==> src/verilog/pulse_pkg.sv <==
package pulse_pkg;

  // Descriptor geometry
  localparam int DESC_W = 128;
  localparam int CNT_W = 32;
  localparam int PHASE_W = 32;

  // Descriptor buffer, power of two so the pointers wrap on their own
  localparam int FIFO_DEPTH = 8;
  localparam int FIFO_AW = $clog2(FIFO_DEPTH);

  // One 128-bit descriptor word, moved whole or read field by field
  typedef union packed
  {
    logic [DESC_W-1:0] raw;
    struct packed
    {
      logic [PHASE_W-1:0] poff;  // Phase offset loaded on sync
      logic [CNT_W-1:0] stop;    // Release count
      logic [CNT_W-1:0] fall;    // dout low
      logic [CNT_W-1:0] rise;    // dout high
    } f;
  } pulse_desc_u;

endpackage

==> src/verilog/descriptor_fifo.sv <==
module descriptor_fifo
(
  input  logic                            aclk,
  input  logic                            aresetn,

  input  logic [pulse_pkg::DESC_W-1:0]    s_axis_tdata,
  input  logic                            s_axis_tvalid,
  output logic                            s_axis_tready,

  output pulse_pkg::pulse_desc_u          desc_tdata,
  output logic                            desc_tvalid,
  input  logic                            desc_tready
);

  pulse_pkg::pulse_desc_u mem [pulse_pkg::FIFO_DEPTH];

  logic [pulse_pkg::FIFO_AW-1:0] wr_ptr;
  logic [pulse_pkg::FIFO_AW-1:0] rd_ptr;
  logic [pulse_pkg::FIFO_AW:0] count;

  logic full;
  logic empty;
  logic push;
  logic pop;

  assign full = (count == pulse_pkg::FIFO_DEPTH);
  assign empty = (count == '0);

  assign push = s_axis_tvalid & ~full;
  assign pop = desc_tready & ~empty;  // Acknowledge from the generator

  // Storage
  always_ff @(posedge aclk)
  begin
    if (push)
    begin
      mem[wr_ptr].raw <= s_axis_tdata;
    end
  end

  always_ff @(posedge aclk)
  begin
    if (!aresetn)
    begin
      wr_ptr <= '0;
    end
    else if (push)
    begin
      wr_ptr <= wr_ptr + 1'b1;
    end
  end

  always_ff @(posedge aclk)
  begin
    if (!aresetn)
    begin
      rd_ptr <= '0;
    end
    else if (pop)
    begin
      rd_ptr <= rd_ptr + 1'b1;
    end
  end

  // Occupancy, simultaneous push and pop leaves it unchanged
  always_ff @(posedge aclk)
  begin
    if (!aresetn)
    begin
      count <= '0;
    end
    else
    begin
      case ({push, pop})
        2'b10:   count <= count + 1'b1;
        2'b01:   count <= count - 1'b1;
        default: count <= count;
      endcase
    end
  end

  assign s_axis_tready = ~full;

  // Head word held until acknowledged
  assign desc_tdata = mem[rd_ptr];
  assign desc_tvalid = ~empty;

endmodule

==> src/verilog/phase_accumulator.sv <==
module phase_accumulator
(
  input  logic                            aclk,
  input  logic                            aresetn,

  input  logic                            sync,
  input  logic                            dout,
  input  logic [pulse_pkg::PHASE_W-1:0]   poff,
  input  logic [pulse_pkg::PHASE_W-1:0]   phase_inc,

  output logic [pulse_pkg::PHASE_W-1:0]   phase,
  output logic                            gate
);

  logic [pulse_pkg::PHASE_W-1:0] phase_reg;
  logic [pulse_pkg::PHASE_W-1:0] phase_next;
  logic gate_reg;

  // Load offset at pulse start, otherwise free-running
  always_comb
  begin
    if (sync)
    begin
      phase_next = poff;
    end
    else
    begin
      phase_next = phase_reg + phase_inc;  // Wraps at full width
    end
  end

  always_ff @(posedge aclk)
  begin
    if (!aresetn)
    begin
      phase_reg <= '0;
    end
    else
    begin
      phase_reg <= phase_next;
    end
  end

  // Gate delayed to line up with the loaded phase
  always_ff @(posedge aclk)
  begin
    if (!aresetn)
    begin
      gate_reg <= 1'b0;
    end
    else
    begin
      gate_reg <= dout;
    end
  end

  assign phase = phase_reg;
  assign gate = gate_reg;

endmodule

==> src/verilog/pulse_generator.sv <==
module pulse_generator
(
  input  logic                            aclk,
  input  logic                            aresetn,

  input  pulse_pkg::pulse_desc_u          desc_tdata,
  input  logic                            desc_tvalid,
  output logic                            desc_tready,

  output logic [pulse_pkg::PHASE_W-1:0]   poff,
  output logic                            sync,
  output logic                            dout
);

  logic tready_reg;
  logic tready_next;
  logic sync_reg;
  logic sync_next;
  logic dout_reg;
  logic dout_next;
  logic enbl_reg;
  logic enbl_next;

  logic [pulse_pkg::CNT_W-1:0] cntr_reg;
  logic [pulse_pkg::CNT_W-1:0] cntr_next;

  pulse_pkg::pulse_desc_u data_reg;
  pulse_pkg::pulse_desc_u data_next;

  // Control state
  always_ff @(posedge aclk)
  begin
    if (!aresetn)
    begin
      tready_reg <= 1'b0;
      sync_reg <= 1'b0;
      dout_reg <= 1'b0;
      enbl_reg <= 1'b0;
      cntr_reg <= '0;
    end
    else
    begin
      tready_reg <= tready_next;
      sync_reg <= sync_next;
      dout_reg <= dout_next;
      enbl_reg <= enbl_next;
      cntr_reg <= cntr_next;
    end
  end

  // Held descriptor
  always_ff @(posedge aclk)
  begin
    data_reg <= data_next;
  end

  always_comb
  begin
    tready_next = 1'b0;  // Acknowledge is a single cycle
    sync_next = 1'b0;
    dout_next = dout_reg;
    enbl_next = enbl_reg;
    cntr_next = cntr_reg;
    data_next = data_reg;

    // Capture when idle
    if (!enbl_reg && desc_tvalid)
    begin
      tready_next = 1'b1;
      enbl_next = 1'b1;
      cntr_next = '0;
      data_next = desc_tdata;
    end

    if (enbl_reg)
    begin
      cntr_next = cntr_reg + 1'b1;

      if (cntr_reg == data_reg.f.rise)
      begin
        sync_next = 1'b1;
        dout_next = 1'b1;
      end

      if (cntr_reg == data_reg.f.fall)
      begin
        dout_next = 1'b0;
      end

      // Release, a pulse never outlives its descriptor
      if (cntr_reg == data_reg.f.stop)
      begin
        enbl_next = 1'b0;
        dout_next = 1'b0;
      end
    end
  end

  assign desc_tready = tready_reg;
  assign poff = data_reg.f.poff;
  assign sync = sync_reg;
  assign dout = dout_reg;

endmodule

==> src/verilog/pulse_sequencer_top.sv <==
module pulse_sequencer_top
(
  input  logic                            aclk,
  input  logic                            aresetn,

  // Descriptor stream from the host
  input  logic [pulse_pkg::DESC_W-1:0]    s_axis_tdata,
  input  logic                            s_axis_tvalid,
  output logic                            s_axis_tready,

  input  logic [pulse_pkg::PHASE_W-1:0]   phase_inc,

  output logic                            sync,
  output logic                            dout,
  output logic [pulse_pkg::PHASE_W-1:0]   phase,
  output logic                            gate
);

  // FIFO to generator
  pulse_pkg::pulse_desc_u desc_tdata;
  logic desc_tvalid;
  logic desc_tready;

  logic [pulse_pkg::PHASE_W-1:0] poff;

  descriptor_fifo fifo0
  (
    .aclk          (aclk),
    .aresetn       (aresetn),
    .s_axis_tdata  (s_axis_tdata),
    .s_axis_tvalid (s_axis_tvalid),
    .s_axis_tready (s_axis_tready),
    .desc_tdata    (desc_tdata),
    .desc_tvalid   (desc_tvalid),
    .desc_tready   (desc_tready)
  );

  pulse_generator gen0
  (
    .aclk        (aclk),
    .aresetn     (aresetn),
    .desc_tdata  (desc_tdata),
    .desc_tvalid (desc_tvalid),
    .desc_tready (desc_tready),
    .poff        (poff),
    .sync        (sync),
    .dout        (dout)
  );

  // Gate and phase trail dout by one cycle
  phase_accumulator acc0
  (
    .aclk      (aclk),
    .aresetn   (aresetn),
    .sync      (sync),
    .dout      (dout),
    .poff      (poff),
    .phase_inc (phase_inc),
    .phase     (phase),
    .gate      (gate)
  );

endmodule
==> config.mk <==
export PLATFORM = sky130hd
export DESIGN_NAME = pulse_sequencer_top
export DESIGN_NICKNAME = d
export VERILOG_FILES = /design/src/verilog/pulse_pkg.sv /design/src/verilog/descriptor_fifo.sv /design/src/verilog/phase_accumulator.sv /design/src/verilog/pulse_generator.sv /design/src/verilog/pulse_sequencer_top.sv
export SDC_FILE = /design/constraint.sdc
export NUM_CORES = 1
export LEC_CHECK = 0
export ABC_CLOCK_PERIOD_IN_PS = 22100
export BUFFER_PORTS_ARGS = -buffer_cell sky130_fd_sc_hd__buf_2
export CORE_MARGIN = 4
export CORE_UTILIZATION = 55
export CTS_BUF_LIST = sky130_fd_sc_hd__clkbuf_8
export DETAILED_ROUTE_END_ITERATION = 8
export GPL_TIMING_DRIVEN = 0
export PLACE_DENSITY = 0.83
export SLEW_MARGIN = 20
export SYNTH_ARGS = -nofsm -noshare
export SYNTH_HDL_FRONTEND = slang
export SYNTH_SLANG_ARGS = --single-unit
export TNS_END_PERCENT = 30
==> constraint.sdc <==
create_clock -name aclk -period 22.1 [get_ports aclk]
set_input_delay 6.63 -clock aclk [delete_from_list [all_inputs] [get_ports aclk]]
set_output_delay 6.63 -clock aclk [all_outputs]
set_load 0.01 [all_outputs]
==> impl_metrics.csv <==
group,metric,value,unit
grt,antenna_found_initial,21,
floorplan,rows,108,
critical_path,r2r_slack,18.58,ns
synth,synth_cell_types,69,
critical_path,cpMaxStageDelayCell,"a211oi_1",
clocking,ctsLongestPathBuffers,3,
cells_and_area,syn_to_final_growth,14.84,%
cells_and_area,fin_util,63.78,%
timing,final.setup.tns,0,ns
power_and_ir_drop,p_per_area,94.96,nW/um^2
clocking,insertion_delay,0.82,ns
clocking,cts.sinks,1231,
critical_path,crit_arrival,9.43,ns
critical_path,cpPeakStageDelay,0.48,ns
critical_path,cp_max_fo,4,
synth,avgSynthCellArea,20.11,sq um
timing,max_freq,114.2,MHz
grt,grt_pass1_vias,26160,
place,post_dp_cell_area,52230,sq um
synth,synth_top_cell_by_area,"edfxtp_1",
synth,synth_top_cell_area_share,71.58,%
floorplan,die_x,304.4,um
critical_path,worst-setup-path-type,"input port to flip-flop",
clocking,path_clk_slew,0.06,ns
timing,rsz0062_at_grt,"no",
grt,grt_max_degree,86,
synth,synthTopCellsByArea,"edfxtp_1 (72%), mux4_2 (12%), dfxtp_1 (3.3%)",
synth,synthCells,2403,
critical_path,start_kind,"input port",
floorplan,die_h,304.4,um
synth,ys_ff_latch,1231,
floorplan,die_area,92680,sq um
cells_and_area,drive_gt1_share,33.19,%
place,post-place-ws,12.62,ns
detailed_routing,vias,25370,
place,io_buffer_count,198,
detailed_routing,drc_errors,0,
timing,final_hold_viol_count,0,
flow_run,maxCapViolations,0,
cells_and_area,n_fill_cell,5557,
clocking,cts_root_buf,"clkbuf_8",
synth,syn_area,48330,sq um
cells_and_area,largest_reg_flops,1024,
synth,yosysSeqAreaShare,74.85,%
clocking,cts-resized-gates,0,
timing,setup_ws,13.34,ns
critical_path,crit_path_end_kind,"flip-flop",
timing,clock_skew,0.03165,ns
grt,grtUsageTotal,24.24,%
clocking,cts_tree,"built",
cells_and_area,fin_nets,3120,
cells_and_area,final_area,55500,sq um
critical_path,worstPathCellList,"buf_2 > ha_1 > fa_1 > a21o_1 > a21o_1 > a211oi_1 > nand3b_1 > a31oi_1 > a311oi_1 > xor2_1 > o21ai_1",
power_and_ir_drop,cellLeakagePower,0.01848,uW
place,dpl.hpwl,77200,um
floorplan,core,87020,sq um
timing,tightestPinTransition,1.173,ns
floorplan,num_io_pins,199,
floorplan,start_util,55.54,%
detailed_routing,routed_wl,112200,um
timing,period_needed,8.759,ns
clocking,ctsHtreeMaxLevel,4,
clocking,cts_setup_buffers,0,
timing,slew-limit-headroom,21.77,%
timing,setup_viol,0,
detailed_routing,via_per_inst,6.006,
detailed_routing,antenna_left,0,
critical_path,critPathRequiredTime,22.77,ns
synth,async_flop_share,0,%
power_and_ir_drop,power,5270,uW
power_and_ir_drop,ir_drop,0.07476,mV
grt,grt_first_pass_wirelength,167200,um
detailed_routing,drtIter0Drc,3223,
clocking,cts_made_buffers,181,
timing,drv_slew,0,
detailed_routing,wl_per_cell,26.56,um
synth,yosysWarnings,0,
grt,gr-total-overflow,0,
hold_path,hold_path_class,"flip-flop to flip-flop",
synth,synth_edf_count,1152,
timing,fin_crit_sh,39.63,%
detailed_routing,dr.pass1.iters,5,
synth,synth_nets,2605,
synth,synthFlopType,"edfxtp_1",
outcome,outcome,"complete, no violations",
place,gp_congestion,0.9919,
clocking,holdBufCountCts,0,
critical_path,crit_top_cell,"a21o_1",
## cells in the final DEF (no fill, tap or decap), types with 7 or more instances in the layout
master / n
clkbuf_8: 187
nand2_1: 61
buf_6: 16
o21ai_0: 20
xnor2_1: 63
and3_1: 8
mux2i_1: 14
edfxtp_1: 1152
o21ai_1: 8
mux4_2: 256
inv_1: 75
a211oi_1: 8
nor2_1: 70
nor3_1: 12
clkinv_2: 18
diode_2: 14
inv_6: 8
or3_1: 10
buf_12: 8
dfxtp_1: 79
xor2_1: 68
buf_4: 74
buf_16: 15
ha_1: 37
buf_1: 10
clkinv_1: 41
nand3_1: 39
mux2_2: 131
clkbuf_1: 77
nor4_1: 17
buf_2: 261
a21oi_1: 62
nand4_1: 28
o211ai_1: 10
and2_1: 7
a21o_1: 13
## path summary, 6_finish.rpt
check,start,to,cells past startpoint
worst min register to register,gen0.data_reg[116],acc0.phase[20],2
worst max-delay path,phase_inc[0],acc0.phase[26],11
worst min-delay path,gen0.data_reg[116],acc0.phase[20],2
worst max register to register,fifo0.count[1],fifo0.mem[5][43],11
## kinds of logic (layout without fill, tap and decap cells)
| logic type | Yosys count | in the layout | share of synthesized area (%) |
|---|---|---|---|
| AND/OR/NAND/NOR | 293 | 293 | 3.060 |
| XOR/XNOR | 131 | 131 | 2.374 |
| adder cells (fa/ha/maj) | 39 | 39 | 1.041 |
| flip-flops | 1231 | 1231 | 74.85 |
| buffers and inverters | 151 | 803 | 1.331 |
| multiplexers | 402 | 402 | 15.30 |
| other | 0 | 14 | 0 |
| AO/OA/AOI/OAI | 156 | 156 | 2.048 |
## routing by layer
layer	part of all wire (%)	track usage, %	vias to the layer above
met5	0.12	0	-
met4	2.9	8.401	20
met3	8.9	5.519	237
met2	51	40.92	1337
met1	37	31.40	12940
li1	-	-	10830
## critical path: cells and delay by family
family | cells | cell delay, ns
AOI/OAI and AO/OA | 6 | 1.63
xor gates and xnor gates | 1 | 0.18
adders and majority gates | 2 | 0.63
buffers and inverters | 1 | 0.11
and+or+nand+nor | 1 | 0.25
## cell usage after synthesis (3+ instances only)
| cell type | count |
|---|---|
| buf_6 | 3 |
| clkbuf_1 | 77 |
| xor2_1 | 68 |
| nor2b_1 | 5 |
| nor4_1 | 18 |
| buf_1 | 10 |
| xnor2_1 | 63 |
| and2_1 | 7 |
| or3_1 | 10 |
| mux2i_1 | 14 |
| nor3_1 | 16 |
| buf_2 | 40 |
| dfxtp_1 | 79 |
| nand4_1 | 28 |
| a211oi_1 | 8 |
| a31oi_1 | 5 |
| a21o_1 | 13 |
| o21a_1 | 6 |
| edfxtp_1 | 1152 |
| or2_2 | 6 |
| nand3_1 | 39 |
| o21ai_0 | 20 |
| ha_1 | 37 |
| nand2b_1 | 5 |
| mux2_2 | 131 |
| and3_1 | 8 |
| nor3b_1 | 4 |
| nand2_1 | 61 |
| o211ai_1 | 10 |
| a21oi_1 | 62 |
| inv_1 | 18 |
| nor2_1 | 73 |
| mux4_2 | 256 |
| o21ai_1 | 8 |
## cell type report
class,instances,area [sq um],area share (%)
Sequential cell,1231,36170,65.18
Multi-Input combinational cell,1021,11560,20.83
Clock buffer,187,2574,4.637
Timing Repair Buffer,332,2404,4.331
Tap cell,1155,1445,2.604
Clock inverter,133,658.1,1.186
Buffer,131,568.0,1.023
Inverter,20,82.58,0.1488
Antenna cell,14,35.03,0.06312
## report_power, final
group | internal (uW) | leakage (uW) | total, uW | switching, uW
sequential | 2750 | 0.0112 | 2830 | 78.0
clock | 811 | 0.00187 | 1650 | 841
combinational | 336 | 0.00545 | 794 | 458
total | 3890 | 0.0185 | 5270 | 1380
## per-stage QoR
| stage | cells | hold slack (ns) |
|---|---|---|
| after detailed placement | 3890 | 0.4362 |
| after global routing | 4212 | 0.4965 |
| after floorplan | 2403 | 0.4178 |
| after CTS | 4210 | 0.4512 |
| final | 4224 | 0.4530 |
| after global placement | 3756 | 0.4428 |
(Power assumes the default switching activity.)
